--- config.mk ---
export PLATFORM = sky130hd
export DESIGN_NAME = boot_rom
export DESIGN_NICKNAME = d
export VERILOG_FILES = /design/src/soc_pkg.sv /design/src/boot_rom.sv
export VERILOG_INCLUDE_DIRS = /design/src
export SDC_FILE = /design/constraint.sdc
export NUM_CORES = 1
export LEC_CHECK = 0
export BUFFER_PORTS_ARGS = -buffer_cell sky130_fd_sc_hd__buf_2
export CORE_MARGIN = 2
export CORE_UTILIZATION = 31
export DETAILED_ROUTE_END_ITERATION = 8
export PLACE_DENSITY = 0.78
export SYNTH_ARGS = -nofsm -noshare
export SYNTH_HDL_FRONTEND = slang
export SYNTH_SLANG_ARGS = --single-unit
--- constraint.sdc ---
create_clock -name clk_i -period 2.1 [get_ports clk_i]
set_input_delay 0.21 -clock clk_i [delete_from_list [all_inputs] [get_ports clk_i]]
set_output_delay 0.21 -clock clk_i [all_outputs]
set_load 0.03 [all_outputs]
--- src/soc_config.svh ---
/*
  Build-time constants for the Wishbone SoC harness.
  Base addresses must be aligned to their region length.
  Region lengths are in bytes and the data bus is 32 bits wide.
*/
`ifndef SOC_CONFIG_SVH
`define SOC_CONFIG_SVH

// --------------------
// Bus widths
// --------------------
`define SOC_ADDR_WIDTH 32
`define SOC_DATA_WIDTH 32
`define SOC_SEL_WIDTH 4

// --------------------
// Address map
// --------------------
`define SOC_DEBUG_BASE 32'h0000_0000
`define SOC_DEBUG_LEN 32'h0000_1000
`define SOC_ROM_BASE 32'h0001_0000
`define SOC_ROM_LEN 32'h0000_0100
`define SOC_CLINT_BASE 32'h0200_0000
`define SOC_CLINT_LEN 32'h0001_0000
`define SOC_RAM_BASE 32'h8000_0000
`define SOC_RAM_LEN 32'h0000_1000

// Memory depths in words
`define SOC_RAM_WORDS 1024
`define SOC_ROM_WORDS 64

// Boot code runs undisturbed for this many cycles after reset
`define SOC_DEBUG_DELAY_CYCLES 32

`endif

--- src/soc_pkg.sv ---
/*
  Shared types for the SoC harness.
  Widths come from the config header, so change them there.
*/
`default_nettype none

`include "soc_config.svh"

package soc_pkg;

  // --------------------
  // Bus vectors
  // --------------------
  typedef logic [`SOC_ADDR_WIDTH-1:0] addr_t;
  typedef logic [`SOC_DATA_WIDTH-1:0] data_t;
  typedef logic [`SOC_SEL_WIDTH-1:0] sel_t;

  // Timer value spans two bus words
  typedef logic [2*`SOC_DATA_WIDTH-1:0] mtime_t;

  // --------------------
  // Decoder targets
  // --------------------
  typedef enum logic [2:0] {
    TGT_DEBUG,
    TGT_ROM,
    TGT_CLINT,
    TGT_RAM,
    TGT_NONE
  } target_e;

endpackage

`default_nettype wire

--- src/boot_rom.sv ---
/*
  Boot ROM with a fixed four-word program, remaining words read zero.
  Writes are refused with err. Address bits above the ROM size are ignored.
*/
`timescale 1ns/100ps
`default_nettype none

`include "soc_config.svh"

module boot_rom (
  input  logic           clk_i,
  input  logic           rst_ni,
  input  logic           cyc_i,
  input  logic           stb_i,
  input  logic           we_i,
  input  soc_pkg::addr_t adr_i,
  output soc_pkg::data_t dat_o,
  output logic           ack_o,
  output logic           err_o
);
  import soc_pkg::*;

  localparam int IdxW = $clog2(`SOC_ROM_WORDS);

  addr_t           offset;
  logic [IdxW-1:0] word_idx;
  data_t           rom_word;
  logic            access;
  logic            ack_q;
  logic            err_q;
  data_t           dat_q;

  assign offset   = adr_i - `SOC_ROM_BASE;
  assign word_idx = offset[IdxW+1:2];
  assign access   = cyc_i & stb_i & ~(ack_q | err_q);

  // Boot code table
  always_comb begin
    case (word_idx)
      IdxW'(0): rom_word = 32'h0000_0297;
      IdxW'(1): rom_word = 32'h0202_8593;
      IdxW'(2): rom_word = 32'hF140_2573;
      IdxW'(3): rom_word = 32'h1050_0073;
      default:  rom_word = '0;
    endcase
  end

  always_ff @(posedge clk_i or negedge rst_ni) begin
    if (!rst_ni) begin
      ack_q <= 1'b0;
      err_q <= 1'b0;
    end else begin
      ack_q <= access & ~we_i;
      err_q <= access & we_i;
    end
  end

  always_ff @(posedge clk_i) begin
    if (access) begin
      dat_q <= rom_word;
    end
  end

  assign dat_o = dat_q;
  assign ack_o = ack_q;
  assign err_o = err_q;

endmodule

`default_nettype wire

==> flow_summary_export.csv <==
group,metric,value,unit
global_routing,grt_overflow,0,
power,design_power_total,0.442,mW
placed_design,finalWeightedCongestion,0.612,
synthesis,synth_cell_type_count,15,
synthesis,synth.mux.area_fraction,0,%
synthesis,edff_count_synth,8,
die,design.core.area,1730,um^2
global_routing,first_global_vias,320,
global_routing,global_route.usage.total,8.22,%
run,max_cap_violations,0,
critical_path,crit_path_max_incr_delay,0.38,ns
cts,cts_max_path_buffers,2,
detailed_routing,num_vias,370,
synthesis,share_of_the_synthesized_area_in_compound_gates_ao_oa_aoi_oai,0.877,%
detailed_routing,vias_per_cell,3.74,
die,io_pins,71,
detailed_routing,wl,837,um
synthesis,yosysSeqAreaShare,50.9,%
synthesis,warnings_from_yosys,0,
die,floorplan.rows,15,
power,max-vdd-ir-drop,0.190,mV
critical_path,r2r-start,"err_o",
timing,grt_setup_unrepaired,"no",
cts,cts.htree.levels,1,
layout,sequential_cell_area,290,um^2
layout,fillerInstances,182,
timing,final.setup.worst_slack,0.934,ns
synthesis,synth_top_cells_by_count,"buf_4 (24), edfxtp_1 (8), nor2_1 (3)",
synthesis,post-synth-top-count-cell,"buf_4",
die,floorplan.die.height,46.9,um
synthesis,yosys.area_share.xor_xnor,0,%
timing,setup_violations,0,
synthesis,yosys.area.top_type,"edfxtp_1",
synthesis,synth.top_cell.area_share,42.1,%
outcome,outcome,"finished, final reports clean",
cts,cts_resized,0,
global_routing,grt_max_degree,11,
layout,flow.area_growth_from_synthesis,16.2,%
die,chipWidth,46.9,um
synthesis,synth-async-reset-ratio,20.0,%
placed_design,port_buffers,33,
worst_hold_path,worst_hold_path_type,"in2reg",
detailed_routing,antenna_violating_nets_post_route,0,
critical_path,timing.critical_path.arrival,1.13,ns
cts,clk_pin_slew,0.06,ns
synthesis,syn_avg_cell_area,11.4,um^2
synthesis,post_syn_instances,50,
global_routing,grt_pass1_wl,1.18,mm
detailed_routing,remaining_drc_errors,0,
worst_hold_path,hold_path_startpoint,"we_i",
timing,drv_slew,0,
synthesis,synth_simple_gate_area_share,13.2,%
power,total_leakage_power,0.353,nW
synthesis,ys_ff_latch,10,
detailed_routing,detail_route.iter0.violations,1,
timing,timing.fmax,0.858,GHz
critical_path,critPathLaunchType,"register",
layout,multiInputGateArea,128,um^2
cts,cts.sink_count,10,
global_routing,number_of_antenna_violations_at_the_first_check_in_global_routing,0,
die,floorplan.initialDensity,33.0,%
critical_path,cp.buffers_inverters,1,
cts,worst_skew_pair.late_latency,0.25,ns
layout,design.final.nets,112,
detailed_routing,routedWlPerCell,8.45,um
critical_path,worst_ep_required_time,2.06,ns
synthesis,synth_top_family_by_area,"buffers and inverters",
die,dieArea,2200,um^2
detailed_routing,drt_pre_antenna_iters,3,
synthesis,synth.top_cells.by_area,"edfxtp_1 (42%), buf_4 (32%), dfrtp_1 (8.8%)",
critical_path,timing.critical_path.cells,"nor4bb_2 -> buf_4",
layout,post_route_cells_drive_above_1_share,54.1,%
layout,antennaDiodeCount,0,
placed_design,dpl_worst_slack,0.870,ns
critical_path,setup.worst_path.start,"err_o",
timing,timing_hold_violations_final,0,
critical_path,worst-path-max-fanout,10,
critical_path,critical_path_class,"reg2reg",
cts,cts_made_buffers,3,
power,power.density_cell_area,667,nW/um^2
timing,finalCritPeriodShare,55.5,%
critical_path,cp-end-kind,"register",
cts,root_buffer,"clkbuf_4",
synthesis,postSynth.topFlopCell,"edfxtp_1",
synthesis,synth-adder-area-share,0,%
critical_path,critPathTopFamily,"flip-flops",
timing,fin_tns_setup,0,ns
synthesis,mappedNetlistArea,571,um^2
cts,tritoncts,"done",
critical_path,crit_slowest_cell,"dfrtp_1",
timing,clock_skew,0.00358,ns
timing,layout_min_cycle_time,1.17,ns
-- stage by stage --
step           std cells  util (%)  hold WS (ns)  area [um^2]
2_1_floorplan         60         -       -0.0856          608
3_3_place_gp          94      36.3      -0.00664          627
3_5_place_dp          94      36.3      -0.00450          627
4_1_cts               99      38.4         0.112          663
5_1_grt               99      38.4         0.115          663
6_report              99      38.4         0.115          663
-- placed cells by master, fill, tap and decap left out, drive strengths merged --
master	synthesis	layout
dfrtp	2	2
clkbuf	0	4
nor2b	1	1
or4	1	1
edfxtp	8	8
nor2	3	3
and3	1	1
and2	2	2
buf	25	34
a21oi	1	1
nand2b	2	2
dlygate4sd3	0	1
nor4bb	1	1
conb	1	11
nor3	1	1
clkinv	1	1
-- path summary, 6_finish.rpt --
| kind | depth (start not counted) | slack, ns | endpoint |
|---|---|---|---|
| max | 2 | 0.93 | dat_o[9] |
| min | 2 | 0.11 | ack_o |
| max reg2reg | 2 | 0.93 | dat_o[9] |
| min reg2reg | 3 | 0.74 | ack_o |
| max in group asynchronous | 2 | 1.73 | err_o |
| min in group asynchronous | 2 | 0.28 | ack_o |
-- cell families (layout without fill, tap and decap cells) --
group | count (synthesis) | after routing
buf+inv | 26 | 40
flops | 10 | 10
compound gates | 1 | 1
simple gates | 12 | 12
other cells | 1 | 11
-- layout make-up --
class	count	share of cell area [%]
Clock buffer	4	3.96
Inverter	1	0.755
Multi-Input combinational cell	24	19.2
Sequential cell	10	43.8
Tap cell	25	4.72
Timing Repair Buffer	35	27.5
-- metal layers --
metal	GRT usage (%)	part of all wire [%]	vias up
met5	0	0	-
met4	10.0	2.3	0
met3	1.54	13	2
met2	14.8	52	30
met1	6.67	33	161
li1	-	-	177
-- flip-flops by register name (all words and copies together) (netlist names) --
register / cells
dat_o: 8
err_o: 1
ack_o: 1
-- power breakdown --
| group | leakage [nW] | total (mW) | switching, mW | internal [mW] |
|---|---|---|---|---|
| combinational | 0.229 | 0.0888 | 0.0666 | 0.0222 |
| clock | 0.0150 | 0.130 | 0.0574 | 0.0730 |
| sequential | 0.109 | 0.223 | 0.00281 | 0.220 |
| total | 0.353 | 0.442 | 0.127 | 0.315 |
-- timing repair --
action | CTS | global route
hold buffers | 1 | 0
endpoints found under the hold margin | 2 | 0
buffers inserted | 0 | 0
-- worst reg2reg max path: cells and delay by family, from the launching register on --
kind / cells / cell delay [ns]
flops: 1 / 0.38
buf+inv: 1 / 0.22
simple gates: 1 / 0.28
Power figures use the tool's default switching activity.
