$ cat config.mk
export PLATFORM = sky130hd
export DESIGN_NAME = debug_unit
export DESIGN_NICKNAME = d
export VERILOG_FILES = /design/src/soc_pkg.sv /design/src/debug_unit.sv
export VERILOG_INCLUDE_DIRS = /design/src
export SDC_FILE = /design/constraint.sdc
export NUM_CORES = 1
export LEC_CHECK = 0
export BUFFER_PORTS_ARGS = -buffer_cell sky130_fd_sc_hd__buf_2
export CAP_MARGIN = 20
export CORE_MARGIN = 2
export CORE_UTILIZATION = 36
export CTS_BUF_LIST = sky130_fd_sc_hd__clkbuf_2 sky130_fd_sc_hd__clkbuf_4 sky130_fd_sc_hd__clkbuf_8
export CTS_CLUSTER_SIZE = 25
export DETAILED_ROUTE_END_ITERATION = 12
export GPL_TIMING_DRIVEN = 0
export PLACE_DENSITY = 0.87
export SYNTH_ARGS = -nofsm -noshare
export SYNTH_HDL_FRONTEND = slang
export SYNTH_SLANG_ARGS = --single-unit
export TNS_END_PERCENT = 50
$ cat constraint.sdc
create_clock -name clk_i -period 4 [get_ports clk_i]
set_clock_uncertainty 0.15 [all_clocks]
set_input_delay 0.4 -clock clk_i [delete_from_list [all_inputs] [get_ports clk_i]]
set_output_delay 0.4 -clock clk_i [all_outputs]
set_load 0.01 [all_outputs]
$ cat src/soc_config.svh
/*
  Build-time constants for the Wishbone SoC harness.
  Base addresses must be aligned to their region length.
  Region lengths are in bytes and the data bus is 32 bits wide.
*/
`ifndef SOC_CONFIG_SVH
`define SOC_CONFIG_SVH

// --------------------
// Bus widths
// --------------------
`define SOC_ADDR_WIDTH 32
`define SOC_DATA_WIDTH 32
`define SOC_SEL_WIDTH 4

// --------------------
// Address map
// --------------------
`define SOC_DEBUG_BASE 32'h0000_0000
`define SOC_DEBUG_LEN 32'h0000_1000
`define SOC_ROM_BASE 32'h0001_0000
`define SOC_ROM_LEN 32'h0000_0100
`define SOC_CLINT_BASE 32'h0200_0000
`define SOC_CLINT_LEN 32'h0001_0000
`define SOC_RAM_BASE 32'h8000_0000
`define SOC_RAM_LEN 32'h0000_1000

// Memory depths in words
`define SOC_RAM_WORDS 1024
`define SOC_ROM_WORDS 64

// Boot code runs undisturbed for this many cycles after reset
`define SOC_DEBUG_DELAY_CYCLES 32

`endif

$ cat src/soc_pkg.sv
/*
  Shared types for the SoC harness.
  Widths come from the config header, so change them there.
*/
`default_nettype none

`include "soc_config.svh"

package soc_pkg;

  // --------------------
  // Bus vectors
  // --------------------
  typedef logic [`SOC_ADDR_WIDTH-1:0] addr_t;
  typedef logic [`SOC_DATA_WIDTH-1:0] data_t;
  typedef logic [`SOC_SEL_WIDTH-1:0] sel_t;

  // Timer value spans two bus words
  typedef logic [2*`SOC_DATA_WIDTH-1:0] mtime_t;

  // --------------------
  // Decoder targets
  // --------------------
  typedef enum logic [2:0] {
    TGT_DEBUG,
    TGT_ROM,
    TGT_CLINT,
    TGT_RAM,
    TGT_NONE
  } target_e;

endpackage

`default_nettype wire

$ cat src/debug_unit.sv
/*
  Debug control: haltreq gating and non-debug system reset.
  The debug request is held off for a fixed window after rst_ni.
  sys_rst_no asserts asynchronously and releases two clocks later.
*/
`timescale 1ns/100ps
`default_nettype none

`include "soc_config.svh"

module debug_unit (
  input  logic           clk_i,
  input  logic           rst_ni,
  input  logic           cyc_i,
  input  logic           stb_i,
  input  logic           we_i,
  input  soc_pkg::addr_t adr_i,
  input  soc_pkg::data_t dat_i,
  output soc_pkg::data_t dat_o,
  output logic           ack_o,
  output logic           debug_req_o,
  output logic           sys_rst_no
);
  import soc_pkg::*;

  localparam int CntW = $clog2(`SOC_DEBUG_DELAY_CYCLES + 1);

  localparam addr_t CtrlOff   = 32'h0;
  localparam addr_t StatusOff = 32'h4;

  addr_t           offset;
  logic            access;
  logic            ack_q;
  data_t           dat_q;
  logic            haltreq_q;
  logic            ndmreset_q;
  logic [CntW-1:0] delay_cnt_q;
  logic            delay_done;
  logic            sys_rst_src_n;
  logic [1:0]      sys_rst_q;

  assign offset = adr_i - `SOC_DEBUG_BASE;
  assign access = cyc_i & stb_i & ~ack_q;

  // --------------------
  // Control registers
  // --------------------
  always_ff @(posedge clk_i or negedge rst_ni) begin
    if (!rst_ni) begin
      ack_q      <= 1'b0;
      haltreq_q  <= 1'b0;
      ndmreset_q <= 1'b0;
    end else begin
      ack_q <= access;
      if (access && we_i && offset == CtrlOff) begin
        haltreq_q  <= dat_i[0];
        ndmreset_q <= dat_i[1];
      end
    end
  end

  always_ff @(posedge clk_i) begin
    if (access) begin
      case (offset)
        CtrlOff:   dat_q <= data_t'({ndmreset_q, haltreq_q});
        StatusOff: dat_q <= data_t'(delay_done);
        default:   dat_q <= '0;
      endcase
    end
  end

  // --------------------
  // Debug request gate
  // --------------------
  always_ff @(posedge clk_i or negedge rst_ni) begin
    if (!rst_ni) begin
      delay_cnt_q <= CntW'(`SOC_DEBUG_DELAY_CYCLES);
    end else if (!delay_done) begin
      delay_cnt_q <= delay_cnt_q - 1'b1;
    end
  end

  assign delay_done  = (delay_cnt_q == '0);
  assign debug_req_o = haltreq_q & delay_done;

  // --------------------
  // System reset
  // --------------------
  assign sys_rst_src_n = rst_ni & ~ndmreset_q;

  always_ff @(posedge clk_i or negedge sys_rst_src_n) begin
    if (!sys_rst_src_n) begin
      sys_rst_q <= 2'b00;
    end else begin
      sys_rst_q <= {sys_rst_q[0], 1'b1};
    end
  end

  assign sys_rst_no = sys_rst_q[1];
  assign dat_o      = dat_q;
  assign ack_o      = ack_q;

  // No debug request may reach the core inside the boot window
  a_debug_gated: assert property (@(posedge clk_i) disable iff (!rst_ni)
    debug_req_o |-> $past(rst_ni, `SOC_DEBUG_DELAY_CYCLES));

endmodule

`default_nettype wire

==> results_dict.tcl <==
set metrics [dict create \
    status "completed" \
    synth_cells 85 \
    dp_slack_ps 1770 \
    ys_seq_elements 13 \
    start_util 0.387 \
    h-tree-depth 1 \
    layout-drive-gt1-share 0.519 \
    nFillCells 206 \
    drt-initial-drc-count 2 \
    die_h_um 53.2 \
    vdd_ir_drop_max_mv 0.214 \
    power_density_nw_per_um2 224 \
    cts_buffer_depth 2 \
    worstPathRequired_ps 3450 \
    r2r-end "dat_o[0]" \
    die_w_um 53.2 \
    yosysWarnings 0 \
    die_area_sq_um 2830 \
    cts_tree "yes" \
    ys_async_sr_fraction 0.846 \
    yosysUniqueCellTypes 26 \
    antenna_found_initial 0 \
    rr_startpoint "delay_cnt_q[0]" \
    post-route-period-util 0.629 \
    path_max_fanout 6 \
    grt_overflow 0 \
    max_freq_mhz 398 \
    drt-vias-per-instance 3.79 \
    area_delta_synth_final_pct 45.8 \
    clk_pin_slew_worst_paths_ps 70 \
    grtUsageTotal 0.138 \
    ys.flop_type "dfrtp_1" \
    synthesis.area_sq_um 872 \
    synth_edf_count 2 \
    ff2ff_setup_slack_ps 2090 \
    worstPathArrival_ps 1960 \
    core_area_sq_um 2250 \
    wl_mm 1.70 \
    drtAntennaViolNets 0 \
    placedInstanceArea_sq_um 1230 \
    route.detailed.drc 0 \
    post-synth-top-area-cell "dfrtp_1" \
    min_period_ps 2510 \
    grt_max_degree 11 \
    p_leak_nw 0.739 \
    cts_root_buf "clkbuf_4" \
    nets 233 \
    io_pins 104 \
    synthTopCellsByArea "dfrtp_1, buf_4, nor4_2" \
    worstHoldPathType "flop to async pin" \
    portBuffers 43 \
    rsz0062_at_grt "false" \
    drv_slew 0 \
    drtPass1Iterations 2 \
    wire_per_inst_um 8.96 \
    stdcell_area_sq_um 1270 \
    cts_setup_buffers 0 \
    antennaDiodeCount 0 \
    avgSynthCellArea_sq_um 10.3 \
    ys_seq_area_frac 0.386 \
    timing.final.ws_setup_ps 1490 \
    totalNegativeSetupSlack_ps 0 \
    setup_violations 0 \
    synth.top_cells.by_count "buf_4, dfrtp_1, nor4_2" \
    numCtsBuffers 3 \
    path_class "flop to primary output" \
    r2r_cells 6 \
    setup.worst_path.start_class "flop" \
    grt_pass1_vias 689 \
    grt_pass1_wl_mm 2.87 \
    cap_violations 0 \
    vias 720 \
    clock-sinks 13 \
    rows 17 \
    hold_viol 0 \
    dp_hpwl_mm 1.50 \
    yosys.cell_count.top_type "buf_4" \
    synth.top_cell.area_share 0.287 \
    cp-end-kind "primary output" \
    worstSkewPairLatency_ps 270 \
    gp_congestion 0.743 \
]
-- routing by layer --
| metal | track usage | up-vias | share of wire |
|---|---|---|---|
| met5 | 0 | - | 0 |
| met4 | 0.0342 | 0 | 0 |
| met3 | 0.0565 | 0 | 0.11 |
| met2 | 0.239 | 37 | 0.52 |
| met1 | 0.155 | 302 | 0.38 |
| li1 | - | 381 | - |
-- metrics by stage --
stage	std cells	total power, mW	hold slack [ps]	util
after floorplan	114	0.178	-45.6	-
after global placement	185	0.201	57.5	0.546
after detailed placement	185	0.202	82.2	0.546
after CTS	190	0.287	88.5	0.564
after global routing	190	0.301	128	0.564
final	190	0.284	76.0	0.564
-- critical path, cell delays in order, from the launching register on --
cell and delay (ps):
dfrtp_1 410, inv_1 70, ha_1 190, or3b_1 420, nor3_4 280, and2_1 180
buf_2 130
-- layout make-up --
cell class                 count  area, sq um  share of cell area
buffer                        30          225               0.177
clock buffer                   4         30.0              0.0236
inverter                       2         7.51             0.00591
multi-input combinational     69          412               0.324
sequential                    13          337               0.265
tap                           28         35.0              0.0276
timing repair buffer          44          225               0.177
-- kinds of logic after synthesis --
group           synth area share
buf+inv                    0.267
simple gates               0.231
flops                      0.386
mux                       0.0488
xor+xnor                  0.0301
other cells              0.00861
compound gates            0.0143
fa+ha+maj                 0.0143
-- state kept, by name, summed over array words and instances (netlist names) --
register / flops
dat_o: 2
haltreq_q: 1
sys_rst_q: 2
ack_o: 1
delay_cnt_q: 6
ndmreset_q: 1
-- report_power, final --
group | internal, mW | switching (mW)
clock network | 0.0454 | 0.0378
logic | 0.0360 | 0.0286
registers | 0.136 | 0.000649
-- cell usage in the layout (no fill, tap or decap), types with 3 or more instances in the layout --
cell       n
nor4_1     3
nor2_1     4
nand2_1    3
clkbuf_4   4
xnor2_1    3
buf_4     30
buf_2     43
conb_1    31
nor3_1     3
nor4_2     5
dfrtp_1   10
-- repair_timing --
item                                   4_1_cts  5_1_grt
setup endpoints to repair                    0        0
gates resized for setup                      0        0
endpoints found under the hold margin        8        0
hold buffers                                 1        0
-- worst max-delay path by stage --
| stage | start | end | slack, ps | depth (start not counted) |
|---|---|---|---|---|
| 2_1_floorplan | delay_cnt_q[0] | debug_req_o | 1990 | 5 |
| 3_3_place_gp | delay_cnt_q[0] | debug_req_o | 1830 | 6 |
| 3_5_place_dp | delay_cnt_q[0] | debug_req_o | 1770 | 6 |
| 4_1_cts | delay_cnt_q[0] | debug_req_o | 1460 | 6 |
| 5_1_grt | delay_cnt_q[0] | debug_req_o | 1310 | 6 |
| 6_report | delay_cnt_q[0] | debug_req_o | 1490 | 6 |
Note: power is estimated with default switching activity, not from simulation.
