## config.mk

```make
export PLATFORM = sky130hd
export DESIGN_NAME = clint
export DESIGN_NICKNAME = d
export VERILOG_FILES = /design/src/soc_pkg.sv /design/src/clint.sv
export VERILOG_INCLUDE_DIRS = /design/src
export SDC_FILE = /design/constraint.sdc
export NUM_CORES = 1
export LEC_CHECK = 0
export BUFFER_PORTS_ARGS = -buffer_cell sky130_fd_sc_hd__buf_4
export CORE_AREA = 2 2 144 146
export CTS_CLUSTER_SIZE = 28
export DETAILED_ROUTE_END_ITERATION = 7
export DIE_AREA = 0 0 146 148
export PLACE_DENSITY_LB_ADDON = 0.25
export SLEW_MARGIN = 20
export SYNTH_ARGS = -nofsm -noshare
export SYNTH_HDL_FRONTEND = slang
export SYNTH_SLANG_ARGS = --single-unit
```

## constraint.sdc

```tcl
create_clock -name clk_i -period 5.8 [get_ports clk_i]
set_clock_uncertainty 0.2 [all_clocks]
set_input_delay 1.16 -clock clk_i [delete_from_list [all_inputs] [get_ports clk_i]]
set_output_delay 1.16 -clock clk_i [all_outputs]
set_load 0.02 [all_outputs]
```

## src/soc_config.svh

```systemverilog
/*
  Build-time constants for the Wishbone SoC harness.
  Base addresses must be aligned to their region length.
  Region lengths are in bytes and the data bus is 32 bits wide.
*/
`ifndef SOC_CONFIG_SVH
`define SOC_CONFIG_SVH

// --------------------
// Bus widths
// --------------------
`define SOC_ADDR_WIDTH 32
`define SOC_DATA_WIDTH 32
`define SOC_SEL_WIDTH 4

// --------------------
// Address map
// --------------------
`define SOC_DEBUG_BASE 32'h0000_0000
`define SOC_DEBUG_LEN 32'h0000_1000
`define SOC_ROM_BASE 32'h0001_0000
`define SOC_ROM_LEN 32'h0000_0100
`define SOC_CLINT_BASE 32'h0200_0000
`define SOC_CLINT_LEN 32'h0001_0000
`define SOC_RAM_BASE 32'h8000_0000
`define SOC_RAM_LEN 32'h0000_1000

// Memory depths in words
`define SOC_RAM_WORDS 1024
`define SOC_ROM_WORDS 64

// Boot code runs undisturbed for this many cycles after reset
`define SOC_DEBUG_DELAY_CYCLES 32

`endif

```

## src/soc_pkg.sv

```systemverilog
/*
  Shared types for the SoC harness.
  Widths come from the config header, so change them there.
*/
`default_nettype none

`include "soc_config.svh"

package soc_pkg;

  // --------------------
  // Bus vectors
  // --------------------
  typedef logic [`SOC_ADDR_WIDTH-1:0] addr_t;
  typedef logic [`SOC_DATA_WIDTH-1:0] data_t;
  typedef logic [`SOC_SEL_WIDTH-1:0] sel_t;

  // Timer value spans two bus words
  typedef logic [2*`SOC_DATA_WIDTH-1:0] mtime_t;

  // --------------------
  // Decoder targets
  // --------------------
  typedef enum logic [2:0] {
    TGT_DEBUG,
    TGT_ROM,
    TGT_CLINT,
    TGT_RAM,
    TGT_NONE
  } target_e;

endpackage

`default_nettype wire

```

## src/clint.sv

```systemverilog
/*
  Core-local interruptor for one hart: msip, mtimecmp and mtime.
  rtc_i may be asynchronous to clk_i but must stay high and low for
  at least two clk_i cycles each. Unmapped offsets read zero and ignore writes.
*/
`timescale 1ns/100ps
`default_nettype none

`include "soc_config.svh"

module clint (
  input  logic           clk_i,
  input  logic           rst_ni,
  input  logic           rtc_i,
  input  logic           cyc_i,
  input  logic           stb_i,
  input  logic           we_i,
  input  soc_pkg::sel_t  sel_i,
  input  soc_pkg::addr_t adr_i,
  input  soc_pkg::data_t dat_i,
  output soc_pkg::data_t dat_o,
  output logic           ack_o,
  output logic           timer_irq_o,
  output logic           ipi_o
);
  import soc_pkg::*;

  localparam int DW = `SOC_DATA_WIDTH;

  localparam addr_t MsipOff    = 32'h0000;
  localparam addr_t CmpLoOff   = 32'h4000;
  localparam addr_t CmpHiOff   = 32'h4004;
  localparam addr_t MtimeLoOff = 32'hBFF8;
  localparam addr_t MtimeHiOff = 32'hBFFC;

  addr_t      offset;
  logic       access;
  logic       wr_en;
  logic       ack_q;
  data_t      dat_q;
  logic       msip_q;
  mtime_t     mtime_q;
  mtime_t     mtimecmp_q;
  logic       timer_irq_q;
  logic [2:0] rtc_q;
  logic       rtc_rise;

  // Merge the selected bytes of a write into a register word
  function automatic data_t merge_bytes(data_t old_w, data_t new_w, sel_t sel);
    data_t res;
    res = old_w;
    for (int b = 0; b < `SOC_SEL_WIDTH; b++) begin
      if (sel[b]) begin
        res[8*b +: 8] = new_w[8*b +: 8];
      end
    end
    return res;
  endfunction

  assign offset = adr_i - `SOC_CLINT_BASE;
  assign access = cyc_i & stb_i & ~ack_q;
  assign wr_en  = access & we_i;

  // --------------------
  // RTC edge detect
  // --------------------
  // Two sync stages, third flop for the edge
  always_ff @(posedge clk_i or negedge rst_ni) begin
    if (!rst_ni) begin
      rtc_q <= '0;
    end else begin
      rtc_q <= {rtc_q[1:0], rtc_i};
    end
  end

  assign rtc_rise = rtc_q[1] & ~rtc_q[2];

  // --------------------
  // Registers
  // --------------------
  always_ff @(posedge clk_i or negedge rst_ni) begin
    if (!rst_ni) begin
      ack_q       <= 1'b0;
      msip_q      <= 1'b0;
      mtimecmp_q  <= '1;
      mtime_q     <= '0;
      timer_irq_q <= 1'b0;
    end else begin
      ack_q       <= access;
      timer_irq_q <= (mtime_q >= mtimecmp_q);
      if (wr_en && offset == MsipOff && sel_i[0]) begin
        msip_q <= dat_i[0];
      end
      if (wr_en && offset == CmpLoOff) begin
        mtimecmp_q[DW-1:0] <= merge_bytes(mtimecmp_q[DW-1:0], dat_i, sel_i);
      end
      if (wr_en && offset == CmpHiOff) begin
        mtimecmp_q[2*DW-1:DW] <= merge_bytes(mtimecmp_q[2*DW-1:DW], dat_i, sel_i);
      end
      // A bus write to mtime wins over the tick
      if (wr_en && offset == MtimeLoOff) begin
        mtime_q[DW-1:0] <= merge_bytes(mtime_q[DW-1:0], dat_i, sel_i);
      end else if (wr_en && offset == MtimeHiOff) begin
        mtime_q[2*DW-1:DW] <= merge_bytes(mtime_q[2*DW-1:DW], dat_i, sel_i);
      end else if (rtc_rise) begin
        mtime_q <= mtime_q + mtime_t'(1);
      end
    end
  end

  // Read data
  always_ff @(posedge clk_i) begin
    if (access) begin
      case (offset)
        MsipOff:    dat_q <= data_t'(msip_q);
        CmpLoOff:   dat_q <= mtimecmp_q[DW-1:0];
        CmpHiOff:   dat_q <= mtimecmp_q[2*DW-1:DW];
        MtimeLoOff: dat_q <= mtime_q[DW-1:0];
        MtimeHiOff: dat_q <= mtime_q[2*DW-1:DW];
        default:    dat_q <= '0;
      endcase
    end
  end

  assign dat_o       = dat_q;
  assign ack_o       = ack_q;
  assign ipi_o       = msip_q;
  assign timer_irq_o = timer_irq_q;

endmodule

`default_nettype wire

```

==> flow_metrics.env <==
export IMPL_power_total_mw=2.78
export IMPL_maxSlewViolCount=0
export IMPL_cts_htree_levels=4
export IMPL_avgSynthCellArea_um2=9.54
export IMPL_ios=109
export IMPL_arrival_ps=4150
export IMPL_p_per_area_nw_per_um2=223
export IMPL_yosysSeqAreaShare_pct=40.7
export IMPL_grt_pass1_vias=9172
export IMPL_dpl_cell_area_um2=11800
export IMPL_place_congestion=0.967
export IMPL_drc_errors=0
export IMPL_io_buffer_count=108
export IMPL_numCtsBuffers=17
export IMPL_die_width_um=146
export IMPL_grt_start_max_net_pins=88
export IMPL_cp_end_kind="flip-flop"
export IMPL_path_class="primary input to flip-flop"
export IMPL_track_usage_pct=29.8
export IMPL_die_area_um2=21600
export IMPL_coreArea_um2=20000
export IMPL_vdd_drop_max_v=0.000182
export IMPL_synth_nets=1272
export IMPL_cts_setup_buffers=0
export IMPL_clock_latency_ps=440
export IMPL_first_pass_iters=5
export IMPL_maxCapViolations=0
export IMPL_whs_ps=162
export IMPL_dr_total_vias=9697
export IMPL_vias_per_cell=6.49
export IMPL_path_clk_slew_ps=70
export IMPL_cts_tree="done"
export IMPL_required_ps=5960
export IMPL_cts_sinks=166
export IMPL_antenna_cells=0
export IMPL_ctsResizeCount=0
export IMPL_fmax_mhz=250
export IMPL_drive_gt1_share_pct=24.5
export IMPL_synth_flop_cell="dfrtp_1"
export IMPL_period_needed_ps=3990
export IMPL_setup_viol=0
export IMPL_grt_pass1_wl_mm=50.8
export IMPL_synthDistinctLibCells=69
export IMPL_tightest_slew_ps=1240
export IMPL_finalNetCount=1352
export IMPL_seq_area_um2=4390
export IMPL_synth_most_common_cell="a21oi_1"
export IMPL_cts_root_buffer="clkbuf_16"
export IMPL_final_area_um2=12500
export IMPL_place_hpwl_mm=22.7
export IMPL_grt_setup_unrepaired="false"
export IMPL_slew_headroom_pct=16.9
export IMPL_synthTopCellsByCount="82 x a21oi_1, 78 x inv_1, 76 x o21ai_0, 72 x nor2_1"
export IMPL_fin_util_pct=62.2
export IMPL_p_leak_nw=5.05
export IMPL_multi_input_area_um2=5870
export IMPL_antenna_found_initial=0
export IMPL_overflow=0
export IMPL_cts_hold_buffers=0
export IMPL_cp_start_kind="primary input"
export IMPL_tns_ps=0
export IMPL_hold_violations=0
export IMPL_synth_top_area_cell="dfrtp_1"
export IMPL_area_growth_pct=15.5
export IMPL_min_path_type="flip-flop to flip-flop"
export IMPL_synth_edf_count=32
export IMPL_synth_top_cell_area_share_pct=16.2
export IMPL_num_rows=52
export IMPL_synth_area_um2=10800
export IMPL_netlist_instances=1132
export IMPL_yosysWarnings=0
export IMPL_wl_per_cell_um=21.5
export IMPL_die_height_um=148
export IMPL_async_flop_share_pct=80.7
export IMPL_critPathMaxFanout=30
export IMPL_ant_nets=0
export IMPL_cts_buffer_depth=2
export IMPL_drt_total_wl_mm=32.2
export IMPL_start_util_pct=53.9
export IMPL_drt_iter0_drc=1065
export IMPL_min_period_over_period_pct=68.9
export IMPL_ys_ff_latch=166
export IMPL_ys_top_cells_by_area="dfrtp_1 16%, dfstp_2 16%, edfxtp_1 8.9%"
export IMPL_status="finished, final reports clean"
export IMPL_nFillCells=1717
layout make-up:
class | count | area share, %
Multi-Input combinational cell | 826 | 47.1
Timing Repair Buffer | 123 | 7.53
Inverter | 78 | 2.35
Clock inverter | 13 | 1.54
Tap cell | 270 | 2.71
Clock buffer | 19 | 3.55
Sequential cell | 166 | 35.2
routing by layer:
metal | vias to the layer above | part of all wire, % | GRT usage [%]
li1 | 4476 | - | -
met1 | 4712 | 44 | 41.5
met2 | 451 | 46 | 48.3
met3 | 58 | 7.7 | 5.40
met4 | 0 | 2.4 | 8.45
met5 | - | 0 | 0
cells in the final DEF, fill, tap and decap left out, types with 5 or more instances in the layout:
master and instances:
nand3_2 7, dfstp_2 64, o22ai_1 27, o211ai_1 8, a211oi_1 10, buf_4 120, and3_1 12, nand4_1 39
and2_1 8, nor2_1 71, nor3_1 26, o21ai_0 76, a221o_1 32, o31ai_1 5, edfxtp_1 32, mux2i_1 34
a2bb2oi_1 14, and4_1 8, mux2_2 57, a22oi_1 10, dfrtp_1 70, a22o_1 7, nand2_1 70, a21oi_1 82
clkbuf_16 17, a31oi_1 8, ha_1 66, nor4_1 23, nand3_1 40, inv_6 5, o2bb2ai_1 7, inv_1 78
state kept, by name, indices dropped and copies added (netlist names):
signal and count:
ack_o 1, mtime_q 64, dat_o 32, mtimecmp_q 64, rtc_q 3, timer_irq_o 1, ipi_o 1
through the flow:
stage / worst slack [ps] / std cells
finish: 1810 / 1495
global placement: 1640 / 1461
CTS: 1910 / 1493
floorplan: 2330 / 1132
detailed placement: 1540 / 1461
global route: 1590 / 1495
logic make-up after synthesis:
kind of cell             Yosys count  synth area share (%)
buffers and inverters            140                  5.11
XOR/XNOR                           1                0.0811
multiplexers                      91                  9.09
AO/OA/AOI/OAI                    326                  20.2
flip-flops                       166                  40.7
AND/OR/NAND/NOR                  342                  17.2
adder cells (fa/ha/maj)           66                  7.65
path summary, 6_finish.rpt:
path	from	end	slack, ps	cells past startpoint
worst max-delay path	adr_i[25]	mtime_q[26]$_DFFE_PN0P_	1810	10
worst min-delay path	rtc_q[0]$_DFF_PN0_	rtc_q[1]$_DFF_PN0_	160	0
worst max register to register	mtime_q[4]$_DFFE_PN0P_	mtime_q[51]$_DFFE_PN0P_	2170	6
worst min register to register	rtc_q[0]$_DFF_PN0_	rtc_q[1]$_DFF_PN0_	160	0
max in group asynchronous	rst_ni	mtime_q[20]$_DFFE_PN0P_	3660	2
min in group asynchronous	rst_ni	rtc_q[1]$_DFF_PN0_	590	1
report_power, final:
part	leakage, nW	internal (mW)	total (mW)	switching [mW]
Clock	0.305	0.739	1.25	0.506
Combinational	2.83	0.108	0.276	0.168
Sequential	1.91	1.22	1.26	0.0442
Total	5.05	2.06	2.78	0.719
critical path, stage by stage:
cell      delay (ps)
buf_4             80
inv_1             30
ha_1             260
nor4b_1          400
and4bb_2         370
and4_2           680
buf_4            410
a22o_1           420
a21oi_1          160
a21oi_1          170
Power figures use the tool's default switching activity.
