`config.mk`:
```
export PLATFORM = sky130hd
export DESIGN_NAME = wb_decoder
export DESIGN_NICKNAME = d
export VERILOG_FILES = /design/src/soc_pkg.sv /design/src/wb_decoder.sv
export VERILOG_INCLUDE_DIRS = /design/src
export SDC_FILE = /design/constraint.sdc
export NUM_CORES = 1
export LEC_CHECK = 0
export ABC_AREA = 1
export BUFFER_PORTS_ARGS = -buffer_cell sky130_fd_sc_hd__buf_2
export CAP_MARGIN = 10
export CORE_AREA = 2 2 80 82
export DETAILED_ROUTE_END_ITERATION = 6
export DIE_AREA = 0 0 82 84
export GPL_TIMING_DRIVEN = 0
export PLACE_DENSITY_LB_ADDON = 0.1
export SYNTH_ARGS = -nofsm -noshare
export SYNTH_HDL_FRONTEND = slang
export SYNTH_SLANG_ARGS = --single-unit
```
`constraint.sdc`:
```
create_clock -name clk_i -period 3.4 [get_ports clk_i]
set_clock_uncertainty 0.1 [all_clocks]
set_input_delay 0.34 -clock clk_i [delete_from_list [all_inputs] [get_ports clk_i]]
set_output_delay 0.34 -clock clk_i [all_outputs]
set_load 0.03 [all_outputs]
```
`src/soc_config.svh`:
```
/*
  Build-time constants for the Wishbone SoC harness.
  Base addresses must be aligned to their region length.
  Region lengths are in bytes and the data bus is 32 bits wide.
*/
`ifndef SOC_CONFIG_SVH
`define SOC_CONFIG_SVH

// --------------------
// Bus widths
// --------------------
`define SOC_ADDR_WIDTH 32
`define SOC_DATA_WIDTH 32
`define SOC_SEL_WIDTH 4

// --------------------
// Address map
// --------------------
`define SOC_DEBUG_BASE 32'h0000_0000
`define SOC_DEBUG_LEN 32'h0000_1000
`define SOC_ROM_BASE 32'h0001_0000
`define SOC_ROM_LEN 32'h0000_0100
`define SOC_CLINT_BASE 32'h0200_0000
`define SOC_CLINT_LEN 32'h0001_0000
`define SOC_RAM_BASE 32'h8000_0000
`define SOC_RAM_LEN 32'h0000_1000

// Memory depths in words
`define SOC_RAM_WORDS 1024
`define SOC_ROM_WORDS 64

// Boot code runs undisturbed for this many cycles after reset
`define SOC_DEBUG_DELAY_CYCLES 32

`endif

```
`src/soc_pkg.sv`:
```
/*
  Shared types for the SoC harness.
  Widths come from the config header, so change them there.
*/
`default_nettype none

`include "soc_config.svh"

package soc_pkg;

  // --------------------
  // Bus vectors
  // --------------------
  typedef logic [`SOC_ADDR_WIDTH-1:0] addr_t;
  typedef logic [`SOC_DATA_WIDTH-1:0] data_t;
  typedef logic [`SOC_SEL_WIDTH-1:0] sel_t;

  // Timer value spans two bus words
  typedef logic [2*`SOC_DATA_WIDTH-1:0] mtime_t;

  // --------------------
  // Decoder targets
  // --------------------
  typedef enum logic [2:0] {
    TGT_DEBUG,
    TGT_ROM,
    TGT_CLINT,
    TGT_RAM,
    TGT_NONE
  } target_e;

endpackage

`default_nettype wire

```
`src/wb_decoder.sv`:
```
/*
  Wishbone classic address decoder for a single master.
  Only one transaction may be in flight. The master holds the address
  until ack or err, so the returned path is selected by the live address.
  Unmapped addresses answer with err one cycle after the request.
*/
`timescale 1ns/100ps
`default_nettype none

`include "soc_config.svh"

module wb_decoder (
  input  logic           clk_i,
  input  logic           rst_ni,
  input  logic           cyc_i,
  input  logic           stb_i,
  input  soc_pkg::addr_t adr_i,
  input  logic           dbg_ack_i,
  input  logic           rom_ack_i,
  input  logic           rom_err_i,
  input  logic           clint_ack_i,
  input  logic           ram_ack_i,
  input  soc_pkg::data_t dbg_dat_i,
  input  soc_pkg::data_t rom_dat_i,
  input  soc_pkg::data_t clint_dat_i,
  input  soc_pkg::data_t ram_dat_i,
  output logic           dbg_stb_o,
  output logic           rom_stb_o,
  output logic           clint_stb_o,
  output logic           ram_stb_o,
  output soc_pkg::data_t dat_o,
  output logic           ack_o,
  output logic           err_o
);
  import soc_pkg::*;

  target_e tgt;
  logic    req;
  logic    none_err_q;

  // Subtracting first keeps the top of the map from wrapping
  function automatic logic in_region(addr_t adr, addr_t base, addr_t len);
    return (adr >= base) && ((adr - base) < len);
  endfunction

  // --------------------
  // Address decode
  // --------------------
  always_comb begin
    if (in_region(adr_i, `SOC_DEBUG_BASE, `SOC_DEBUG_LEN)) begin
      tgt = TGT_DEBUG;
    end else if (in_region(adr_i, `SOC_ROM_BASE, `SOC_ROM_LEN)) begin
      tgt = TGT_ROM;
    end else if (in_region(adr_i, `SOC_CLINT_BASE, `SOC_CLINT_LEN)) begin
      tgt = TGT_CLINT;
    end else if (in_region(adr_i, `SOC_RAM_BASE, `SOC_RAM_LEN)) begin
      tgt = TGT_RAM;
    end else begin
      tgt = TGT_NONE;
    end
  end

  assign req         = cyc_i & stb_i;
  assign dbg_stb_o   = req & (tgt == TGT_DEBUG);
  assign rom_stb_o   = req & (tgt == TGT_ROM);
  assign clint_stb_o = req & (tgt == TGT_CLINT);
  assign ram_stb_o   = req & (tgt == TGT_RAM);

  // One decode error pulse per unmapped request
  always_ff @(posedge clk_i or negedge rst_ni) begin
    if (!rst_ni) begin
      none_err_q <= 1'b0;
    end else begin
      none_err_q <= req & (tgt == TGT_NONE) & ~none_err_q;
    end
  end

  // --------------------
  // Response mux
  // --------------------
  always_comb begin
    dat_o = '0;
    ack_o = 1'b0;
    err_o = 1'b0;
    case (tgt)
      TGT_DEBUG: begin
        dat_o = dbg_dat_i;
        ack_o = dbg_ack_i;
      end
      TGT_ROM: begin
        dat_o = rom_dat_i;
        ack_o = rom_ack_i;
        err_o = rom_err_i;
      end
      TGT_CLINT: begin
        dat_o = clint_dat_i;
        ack_o = clint_ack_i;
      end
      TGT_RAM: begin
        dat_o = ram_dat_i;
        ack_o = ram_ack_i;
      end
      default: begin
        err_o = none_err_q;
      end
    endcase
  end

  // A response from any target must reach the master
  a_resp_routed: assert property (@(posedge clk_i) disable iff (!rst_ni)
    (dbg_ack_i || rom_ack_i || rom_err_i || clint_ack_i || ram_ack_i || none_err_q)
      |-> (ack_o || err_o));

endmodule

`default_nettype wire

```
==> summary.md, run 1 <==
From synthesis to final layout, the design area changed by 67.9%. The diode insertion count for antenna repair is 0, and the area share of the leading cell type in the synthesized netlist is 0.260. Entering global routing, the biggest net connects 11 pins.

The largest individual stage delay along the critical path comes from the cell sky130_fd_sc_hd__a211oi_2. The tools report the die outline area as 6890 um2. The worst setup path is captured at an output port. The run gives 6380 um as the detailed placer's ending HPWL.

For the number of pins with negative max-slew slack in the final report, the log shows 0. Along the worst path, the maximum fanout reaches 10. The placed cell count was 597. The post-CTS clock slew at the launch and capture registers of the worst setup and hold paths is 0 ns, and the number of buffer and inverter stages on the critical path is 4.

The average cell area after synthesis came out at 4.97 um2. For this block, the via count after detailed routing is 2833. Setup repair after global routing left no endpoint under its margin. In this run the core area contains 29 standard-cell rows. The share of final-layout standard cells stronger than drive strength 1 is 0.440. In the final routed layout, each cell accounts on average for 12.9 um. The library cells used most frequently in the layout, excluding fill and tap cells, are sky130_fd_sc_hd__buf_2 (204), sky130_fd_sc_hd__nand2_1 (111), sky130_fd_sc_hd__nand3_1 (74), sky130_fd_sc_hd__nand4_1 (33), sky130_fd_sc_hd__nor2_1 (31). Hold timing on the final database bottoms out at a slack of 0.0149 ns. In the routed design, unresolved DRC markers number 0. The count of buffers inserted at the top-level ports is 198. The analysis attributes to cell leakage a power of 1.50 nW. Summed over all layers, the routed wires come to 7700 um. The fraction of the core area covered by cells at the end of the flow is 0.441, and the hold violation count in the final report is 0. The most numerous cell type found on the critical path is sky130_fd_sc_hd__buf_2. The category of the most critical setup path was in2out.

The worst path meets setup with 0.787 ns of slack. The logs give 0 for the warning count from the yosys run and 11700 um for the first-pass GRT wire length. Synthesis handed over a netlist of 322 instances.

In this run the power density over the cells is 61.3 nW/um2. The cell area after technology mapping is 1600 um2, and the total routing usage reported by global routing is 0.205. The portion of the post-synthesis area used by sequential elements came out at 0.0156. The final critical-path share of the clock period was 0.769.

Critical path's top delay family: buffers and inverters. The tools report the area taken by flip-flops and latches as 25.0 um2. The simple-gate area share of the yosys netlist works out to 0.812. The tools report the total of max-cap violations as 0. The tools report the count of placed standard cells in the final layout, fillers left out as 597. The run gives 693 as the final net count.

The number of global-route vias before repair was 2621. The worst setup path is launched from an input pin. Based on the critical path, the design can be clocked at up to 0.383 GHz. The signal arrival time at the worst endpoint came out at 2.17 ns.

The startpoint identified for the worst register-to-register timing path is none_err_q. The clock period minus final worst setup slack is 2.61 ns, and the initial standard-cell utilization of the core is 0.263. At the worst endpoint, the required time is 2.96 ns. The tools report the last weighted congestion value of the routability-driven placer as 0.835. The slew at the pin closest to its max-slew limit is 0.524 ns, and the boundary pin count is 207. The tools report the worst-case headroom to the max-slew limit as 0.649. For the register-to-register setup slack, the log shows 2.64 ns. By area, the combinational part of the netlist is dominated by simple AND/OR/NAND/NOR gates. The first detailed-routing pass ran for 4 iterations. The layout has 711 filler cells. After synthesis, the cell types taking the most area are sky130_fd_sc_hd__nand2_1 (26%), sky130_fd_sc_hd__nand3_1 (23%), sky130_fd_sc_hd__nand4_1 (13%). The logs give 1360 um2 for the area of the multi-input gates and 0 ns for the accumulated negative setup slack. The mux cell area share after synthesis works out to 0.

The setup slack after placement came out at 0.779 ns. Gates resized during post-CTS repair numbered 0. Counting cells, the worst reg-to-reg path comes to 2. The number of flip-flops in the largest register is 1. The most frequent standard cell in the layout excluding fill and tap cells was sky130_fd_sc_hd__buf_2. For the number of antenna violations at the first check in global routing, the log shows 0.

The later pin in the worst-skew pair is clocked with a latency of 0 ns. The post-synthesis share of cell area spent on xor and xnor gates works out to 0. The number of distinct library cells after synthesis came out at 22. The tools report the synthesized net count as 493. The detail route stage leaves a number of antenna-violating nets equal to 0.

The fraction of the mapped netlist area in adder cells works out to 0.0156. The vertical extent of the die is 84 um. The core outline area was 6100 um2; the worst vdd rail ir drop was 0.0000635 V. The die is 82 um wide. Setup violations remaining at the end of the flow were counted as 0.

The fraction of the mapped netlist area in compound gates was 0.0227. The run finished with clean final reports. The biggest area contributor in the post-synthesis netlist is sky130_fd_sc_hd__nand2_1.

The violation count after the first detailed-route iteration was 78; the total of hold buffers inserted after clock tree synthesis was 0. Summed over all layers, the global routing overflow is 0. Number of flip-flops and latches in the synthesized netlist: 1. The tools report the terminus of the critical flop-to-flop path as none_err_q. The worst hold path belongs to the class in2async.

The register containing the most flip-flops in the final layout is none_err_q. The largest registers in the layout are none_err_q (1). Once the clock tree was built, the setup fixing pass inserted 0 buffers. The via density per instance was 4.75; the biggest cell delay along the critical path was 0.49 ns. Traced cell by cell, the critical path runs through buf_2 -> inv_1 -> ha_1 -> nand3_1 -> a211oi_2 -> buf_2 -> nand3_1 -> nand4_1 -> buf_2.
## worst max path at each step
| stage | startpoint | endpoint | slack, ns | cells past startpoint |
|---|---|---|---|---|
| global placement | adr_i[17] | dat_o[11] | 0.76 | 8 |
| floorplan | adr_i[26] | rom_stb_o | 1.23 | 12 |
| detailed placement | adr_i[17] | dat_o[11] | 0.78 | 8 |
| finish | adr_i[25] | dat_o[11] | 0.79 | 9 |
| global route | adr_i[29] | dat_o[11] | 0.65 | 8 |
| CTS | adr_i[29] | dat_o[11] | 0.78 | 8 |
## report_power, final
group / total (W) / internal, W / switching (W)
sequential: 0.0000130 / 0.0000128 / 0.000000282
clock: 0 / 0 / 0
combinational: 0.000152 / 0.0000819 / 0.0000698
## per-layer routing
metal	vias up	track usage	routed length, um	part of all wire
li1	1482	-	-	-
met1	1222	0.251	3200	0.42
met2	121	0.381	3770	0.49
met3	8	0.0238	650	0.084
met4	0	0.0242	79	0.010
met5	-	0	0	0
## Yosys cell counts
library cell / n
sky130_fd_sc_hd__clkinv_1: 1
sky130_fd_sc_hd__inv_2: 1
sky130_fd_sc_hd__a21oi_2: 1
sky130_fd_sc_hd__nand3_1: 74
sky130_fd_sc_hd__buf_6: 4
sky130_fd_sc_hd__ha_1: 2
sky130_fd_sc_hd__nor2_1: 31
sky130_fd_sc_hd__nand3b_1: 1
sky130_fd_sc_hd__nand2_1: 111
sky130_fd_sc_hd__a211oi_2: 1
sky130_fd_sc_hd__dfrtp_1: 1
sky130_fd_sc_hd__buf_2: 6
sky130_fd_sc_hd__o21ai_1: 2
sky130_fd_sc_hd__nand4_1: 33
sky130_fd_sc_hd__buf_4: 2
sky130_fd_sc_hd__nor2_4: 5
sky130_fd_sc_hd__nand3_2: 11
sky130_fd_sc_hd__clkbuf_1: 6
sky130_fd_sc_hd__a21oi_1: 1
sky130_fd_sc_hd__inv_1: 25
sky130_fd_sc_hd__and3_1: 1
sky130_fd_sc_hd__nor3_1: 2
## worst reg2reg max path, cell delays in order (launching register included)
cell,delay [ns]
sky130_fd_sc_hd__dfrtp_1,0.35
sky130_fd_sc_hd__nor2_1,0.09
sky130_fd_sc_hd__and3_1,0.16
## final cells by class
type,instances,area share
Buffer,18,0.0419
Timing Repair Buffer,198,0.369
Sequential cell,1,0.00931
Inverter,27,0.0377
Tap cell,77,0.0358
Multi-Input combinational cell,276,0.507
## stage by stage
step	total power, W	instance area, um2
global route	0.000183	2690
CTS	0.000165	2690
detailed placement	0.000164	2690
global placement	0.000164	2690
finish	0.000165	2690
floorplan	0.0000591	1600
## kinds of logic (layout without fill, tap and decap cells)
kind of cell	after synthesis	in the layout
and+or+nand+nor	269	269
buffers and inverters	45	243
AOI/OAI and AO/OA	5	5
adders and majority gates	2	2
DFF	1	1
Note: power is estimated with default switching activity, not from simulation.
==> inputs of run 2 (changes only) <==
--- a/config.mk
+++ b/config.mk
@@ -6,7 +6,7 @@
 export SDC_FILE = /design/constraint.sdc
 export NUM_CORES = 1
 export LEC_CHECK = 0
-export ABC_AREA = 1
+export ABC_AREA = 0
 export BUFFER_PORTS_ARGS = -buffer_cell sky130_fd_sc_hd__buf_2
 export CAP_MARGIN = 10
 export CORE_AREA = 2 2 80 82
==> constraint.sdc (replaced) <==
create_clock -name clk_i -period 2.4 [get_ports clk_i]
set_clock_uncertainty 0.1 [all_clocks]
set_input_delay 0.24 -clock clk_i [delete_from_list [all_inputs] [get_ports clk_i]]
set_output_delay 0.24 -clock clk_i [all_outputs]
set_load 0.03 [all_outputs]
==> summary.md, run 2 <==
Ranked by flip-flop count, first place goes to none_err_q. The clock period minus final worst setup slack was 2.71 ns. A synthesized cell averages 7.88 um2.

Routability-driven placement finished with a final weighted congestion of 0.787. In the post-synthesis netlist, the cell with the most instances is sky130_fd_sc_hd__nor2_1. The count of placed standard cells in the final layout, fillers left out was 468. For the area of the multi-input gates, the log shows 1310 um2. Path type of the worst min-delay path: reg2reg.

The tools report the maximum number of pins on one net before global-route repair as 11. After legalization and detailed placement, the total HPWL measured 5400 um. The final layout contains 564 nets. The design draws 0.000279 W. The worst vdd rail ir drop is 0.0000715 V, and the die outline area is 6890 um2. The category of the worst setup path launch point is an input pin.

The via density per instance was 4.90; the required arrival time at the worst endpoint was 2.06 ns. The worst-case headroom to the max-slew limit is 0.502, and the boundary pin count is 207. For this block, the via count after detailed routing is 2295. The count of nets left with antenna violations once routing finished came out at 0. For this run, the top clock speed supported by timing is 0.369 GHz.

Category of the most critical setup path: in2out. Kind of end point of the critical path: an output port. The number of flip-flops and latches in the synthesized netlist was 1. The number of failing setup endpoints in the final timing report came out at 37. The maximum net fanout on the critical path came out at 5.

The simple-gate area share of the yosys netlist was 0.277; the number of global-route vias before repair was 2161. The share of flip-flops with an asynchronous set or reset after synthesis is 1.00, and the number of distinct library cells after synthesis is 38. Dividing the detail-routed wire length by the instance count gives 15.1 um. The run gives 1.64 nW as the cell leakage power.

The initial standard-cell utilization of the core is 0.220, and the first-pass GRT wire length is 10100 um. The tools report the final-layout fill cell count as 608. The run gives 444 as the placed cell count. For the core outline area, the log shows 6100 um2. In the layout the commonest cells are sky130_fd_sc_hd__buf_2 (154), sky130_fd_sc_hd__buf_6 (49), sky130_fd_sc_hd__nor2_1 (36), sky130_fd_sc_hd__mux2i_1 (33), sky130_fd_sc_hd__a221o_2 (33). At the worst endpoint, the arrival time is 2.37 ns. The fraction of the mapped netlist area in adder cells is 0.0187, and the total routing usage reported by global routing is 0.181. Global routing finished with a remaining overflow of 0. The run gives 0 as the number of antenna violations at the first check in global routing. After technology mapping, the gate count stands at 170. The synthesized net count is 341, and the area taken by flip-flops and latches is 25.0 um2.

For this run, design rule violations remaining after detail routing come to 0. The number of flip-flops in the largest register was 1. The detailed router finished its first iteration with 76 violations. The logs give 0 for the hold violation count in the final report and 7070 um for the detailed-route wire length.

The post-CTS clock slew at the launch and capture registers of the worst setup and hold paths is 0 ns. Hold timing on the final database bottoms out at a slack of 0.321 ns. Largest family of logic cells by synthesized area: compound AO/OA/AOI/OAI gates. Number of enable-type register cells in the synthesized netlist: 0.

The mux cell area share after synthesis came out at 0.258. By area the synthesized netlist is led by sky130_fd_sc_hd__mux2i_1 (25%), sky130_fd_sc_hd__a221o_2 (22%), sky130_fd_sc_hd__nor2_1 (10%). The run finished, with violations left. The fraction of the mapped netlist area in compound gates was 0.338. Setup repair after global routing could not meet its margin everywhere. The mapped netlist covers 1340 um2. The tools report the first-pass iteration count of the detailed router as 4. The diode insertion count for antenna repair is 0.

The flip-flop cell with the highest count after synthesis was sky130_fd_sc_hd__dfrtp_1. The vertical extent of the die is 84 um, and the slew at the pin closest to its max-slew limit is 0.747 ns. In this run the horizontal extent of the chip is 82 um.

After synthesis, the most frequently instantiated cells are sky130_fd_sc_hd__nor2_1 (36), sky130_fd_sc_hd__mux2i_1 (33), sky130_fd_sc_hd__a221o_2 (26), sky130_fd_sc_hd__a221o_1 (7), sky130_fd_sc_hd__clkbuf_1 (5). The growth of design area from synthesis to finish came out at 132%. The run gives 0 as the number of pins with negative max-slew slack in the final report.

The library cell used most frequently in the layout, excluding fill and tap cells, is sky130_fd_sc_hd__buf_2. The largest registers in the layout are none_err_q (1). The library cell with the largest summed area after synthesis is sky130_fd_sc_hd__mux2i_1. The tool flagged a number of max-cap violations equal to 0. For this run, the number of Yosys warnings is 0. The share of final-layout standard cells stronger than drive strength 1 is 0.724. Buffers placed on the I/O ports in this run total 197.

In this run the power density over the cells is 89.4 nW/um2. The final critical-path share of the clock period came out at 1.13. The later pin in the worst-skew pair is clocked with a latency of 0 ns.

The checks that failed: negative setup slack. The logs give -0.312 ns for the final setup slack of the worst path and 0.0187 for the portion of the post-synthesis area used by sequential elements. The area share of the leading cell type in the synthesized netlist was 0.246; the number of rows in the core area was 29. The post-synthesis share of cell area spent on xor and xnor gates works out to 0.0131.
## run 2: changes by cell type in the layout (fill, tap and decap cells not counted), moves of 5 or more
| cell | delta |
|---|---|
| sky130_fd_sc_hd__nand3_1 | -72 |
| sky130_fd_sc_hd__buf_8 | +6 |
| sky130_fd_sc_hd__nand4_1 | -33 |
| sky130_fd_sc_hd__nor2_1 | +5 |
| sky130_fd_sc_hd__nand3_2 | -10 |
| sky130_fd_sc_hd__a221o_2 | +33 |
| sky130_fd_sc_hd__buf_6 | +45 |
| sky130_fd_sc_hd__buf_4 | +15 |
| sky130_fd_sc_hd__inv_1 | -22 |
| sky130_fd_sc_hd__nor2_4 | -5 |
| sky130_fd_sc_hd__buf_2 | -50 |
| sky130_fd_sc_hd__mux2i_1 | +33 |
| sky130_fd_sc_hd__nand2_1 | -107 |
## run 2: metrics by stage
step                setup slack [ns]   util  cell area (um2)  setup TNS, ns
global route                  -0.369  0.511             3120         -11.66
CTS                           -0.320  0.491             2990         -10.47
floorplan                     -0.144      -             1380         -0.952
detailed placement            -0.656  0.405             2470         -20.35
global placement              -0.675  0.405             2470         -20.91
finish                        -0.312  0.511             3120          -9.94
## run 2: logic make-up after synthesis
group	count (synthesis)
AOI/OAI and AO/OA	45
muxes	34
xor gates and xnor gates	2
buffers and inverters	18
DFF	1
adders and majority gates	2
and+or+nand+nor	68
## run 2: final cells by class
class | count | area share
Buffer | 13 | 0.0394
Inverter | 4 | 0.00482
Timing Repair Buffer | 222 | 0.495
Sequential cell | 1 | 0.00803
Tap cell | 77 | 0.0309
Multi-Input combinational cell | 151 | 0.422
## run 2: where the power goes
part           switching, W  leakage (nW)  internal, W   total, W
registers       0.000000396        0.0131    0.0000181  0.0000185
logic              0.000106          1.63     0.000154   0.000260
clock network             0             0            0          0
## run 2: worst paths after layout
check,from,to,slack (ns),depth (start not counted)
setup / recovery,adr_i[29],dat_o[24],-0.31,10
min in group asynchronous,rst_ni,none_err_q,0.45,2
hold reg to reg,none_err_q,none_err_q,0.32,1
setup reg to reg,none_err_q,none_err_q,1.56,1
hold / removal,none_err_q,none_err_q,0.32,1
max in group asynchronous,rst_ni,none_err_q,1.66,2
## run 2: layer usage
metal,routed length (um),global-route usage,up-vias
met5,0,0,-
met4,40,0.0121,0
met3,581,0.0173,6
met2,3680,0.347,125
met1,2770,0.220,1040
li1,-,-,1124
## run 2: worst max-delay path, cell delays in order
cell,delay [ns]
sky130_fd_sc_hd__buf_8,0.09
sky130_fd_sc_hd__or3_4,0.38
sky130_fd_sc_hd__or3_4,0.34
sky130_fd_sc_hd__or3_1,0.36
sky130_fd_sc_hd__o211ai_2,0.10
sky130_fd_sc_hd__nor3_4,0.06
sky130_fd_sc_hd__buf_6,0.16
sky130_fd_sc_hd__buf_16,0.14
sky130_fd_sc_hd__a221o_2,0.35
sky130_fd_sc_hd__buf_6,0.14
## run 2: repair_timing
item                                    in CTS  in global routing
cloned                                       2                  1
gates resized for setup                    106                 15
endpoints found under the setup margin      38                 39
pin swaps                                   15                  7
endpoints found under the hold margin        1                  0
setup buffers                               16                  6
hold buffers                                 1                  0
==> inputs of run 3 (changes only) <==
==> constraint.sdc (replaced) <==
create_clock -name clk_i -period 2.15 [get_ports clk_i]
set_clock_uncertainty 0.1 [all_clocks]
set_input_delay 0.215 -clock clk_i [delete_from_list [all_inputs] [get_ports clk_i]]
set_output_delay 0.215 -clock clk_i [all_outputs]
set_load 0.03 [all_outputs]
==> summary.md, run 3 (synthesized netlist as in run 2, its figures left out) <==
The number of buffer and inverter stages on the critical path is 4. The slew at the pin closest to its max-slew limit is 0.756 ns, and the number of failing setup endpoints in the final timing report is 39. The tools report the DRC violation count after routing as 0.

The startpoint identified for the worst register-to-register timing path is none_err_q. Final net count: 547. Routability-driven placement finished with a final weighted congestion of 0.765.

In this run the power density over the cells is 103 nW/um2. The run gives 0 as the number of antenna violations at the first check in global routing. The largest single stage delay on the critical path is 0.42 ns.

The worst hold path begins at none_err_q. The path class of the tightest hold or removal check is reg2reg. The final-layout fill cell count is 624. The run gives 6100 um2 as the core outline area.

After clock tree synthesis, the clock-pin slew on the worst setup and hold paths is 0 ns. From left edge to right edge, the die measures 82 um. Leaving out fill and tap cells, the most frequent cells in the layout are sky130_fd_sc_hd__buf_2 (157), sky130_fd_sc_hd__buf_6 (47), sky130_fd_sc_hd__nor2_1 (36), sky130_fd_sc_hd__mux2i_1 (33), sky130_fd_sc_hd__a221o_2 (33). The logs give 0.177 for the total routing usage reported by global routing and 0.496 for the worst-case headroom to the max-slew limit. Fraction of met1 tracks used by global routing: 0.217. 207 I/O pins were placed.

For the first-pass iteration count of the detailed router, the log shows 4. In the final layout, the multi-input gates occupy 1340 um2. The worst setup path is captured at an output port. In the final layout, the registers with the most flip-flops are none_err_q (1). Setup repair after global routing could not meet its margin everywhere. The critical path is of the in2out type. The number of pins with negative max-slew slack in the final report came out at 0. In the final layout, flip-flops and latches occupy 25.0 um2. The logs give 0.0249 for the global-route met3 utilization and 0.325 ns for the final worst hold slack. Summed over all layers, the global routing overflow is 0. After floorplanning, the core was divided into 29 placement rows.

Cell leakage power: 1.52 nW. The number of global-route vias before repair was 2265. The tools report the final setup slack of the worst path as -0.543 ns. The critical path's top delay family was simple AND/OR/NAND/NOR gates. The diode insertion count for antenna repair is 0.

In this run the cell area measured after placement is 2490 um2. The logic depth of the worst register-to-register path was 1; the count of antenna-violating nets left after detailed routing was 0. For the worst-skew pair, the clock arrives at the later sink with an insertion delay of 0 ns. For the total of max-cap violations, the log shows 0. In this run the register-to-register setup slack is 1.33 ns. The global routing's busiest layer was met2. The total number of vias was 2187. Entering global routing, the biggest net connects 11 pins. The register with the most flip-flops in the final layout is none_err_q. Walking the worst path, the cells encountered are buf_2 -> or3_4 -> or3_4 -> or3_4 -> o211ai_4 -> nor3_4 -> buf_12 -> buf_6 -> a221o_2 -> buf_6.

The share of final-layout standard cells stronger than drive strength 1 is 0.714, and the hold violation count in the final report is 0. The cell depth of the worst min-delay path came out at 1. The worst setup path is launched from an input pin. The run gives 2900 um2 as the final non-filler cell area.

The slowest stage of the critical path belongs to the cell sky130_fd_sc_hd__or3_4. The via density per instance is 4.85. Leaving out fill and tap cells, the most frequent cell in the layout is sky130_fd_sc_hd__buf_2.

The checks that failed: negative setup slack. The run gives 2.38 ns as the signal arrival time at the worst endpoint. The initial standard-cell utilization of the core came out at 0.220. The tools report the destination of the worst hold path as none_err_q.

Among the stages of the critical path, the cell type that occurs most often is sky130_fd_sc_hd__or3_4. For this block, the routed nets add up to 6520 um of wire. Timing would allow up to 0.371 GHz. The run finished, with violations left. In this run the worst setup path begins at adr_i[28].

The first-pass GRT wire length is 10000 um, and the maximum net fanout on the critical path is 10. The final critical-path share of the clock period works out to 1.25. Detailed placer's ending HPWL: 5530 um. The met2 track utilization from global routing was 0.333. The floorplan step defined a die boundary enclosing 6890 um2.

Terminus of the critical flop-to-flop path: none_err_q. VDD sags by at most 0.0000540 V. The count of buffers inserted at the top-level ports was 197; the required arrival time at the worst endpoint was 1.84 ns.

The wire length per cell is 14.5 um. Compared with the post-synthesis result, the final layout area differs by 116%. The floorplan step set the die height to 84 um.

The clock period minus final worst setup slack works out to 2.69 ns. After the first detailed-routing iteration, the DRC count stood at 46. The number of flip-flops in the largest register works out to 1.
run 3: changes by cell type in the layout (fill, tap and decap cells not counted), moves of 2 or more:
cell	before	now
sky130_fd_sc_hd__buf_4	17	5
sky130_fd_sc_hd__buf_16	2	0
sky130_fd_sc_hd__buf_8	6	1
sky130_fd_sc_hd__buf_6	49	47
sky130_fd_sc_hd__buf_2	154	157
sky130_fd_sc_hd__clkbuf_2	0	2
run 3: cell type report:
class                      instances  area share
buffer                            14      0.0384
inverter                           4     0.00518
multi-input combinational        151       0.462
sequential                         1     0.00863
tap                               77      0.0332
timing repair buffer             204       0.452
run 3: what timing repair did:
item | in CTS | in global routing
buffers inserted | 4 | 3
gates resized for setup | 92 | 9
hold buffers | 1 | 0
pin swaps | 9 | 11
hold endpoints to repair | 1 | 0
endpoints found under the setup margin | 39 | 39
run 3: worst max-delay path by stage:
stage                 to  depth (start not counted)
2_1_floorplan  ram_stb_o                          7
6_report       dat_o[14]                         10
3_5_place_dp    dat_o[7]                          8
5_1_grt        dat_o[22]                         10
3_3_place_gp    dat_o[6]                          8
4_1_cts         dat_o[8]                         10
run 3: power breakdown:
part | switching [W] | total (W) | internal, W
Sequential | 0.000000555 | 0.0000207 | 0.0000202
Combinational | 0.000116 | 0.000277 | 0.000161
Clock | 0 | 0 | 0
run 3: routing by layer:
| layer | vias up | share of wire |
|---|---|---|
| met1 | 983 | 0.39 |
| met5 | - | 0 |
| met2 | 110 | 0.51 |
| met4 | 0 | 0.0044 |
| li1 | 1092 | - |
| met3 | 2 | 0.091 |
run 3: through the flow:
stage	power, W	worst slack, ns	std cells	util	setup TNS (ns)
final	0.000298	-0.543	451	0.476	-19.02
after global routing	0.000329	-0.590	451	0.476	-21.01
after CTS	0.000294	-0.586	449	0.468	-20.89
after detailed placement	0.000281	-0.866	444	0.408	-29.00
after global placement	0.000277	-0.871	444	0.408	-29.03
after floorplan	0.000114	-0.248	170	-	-7.81
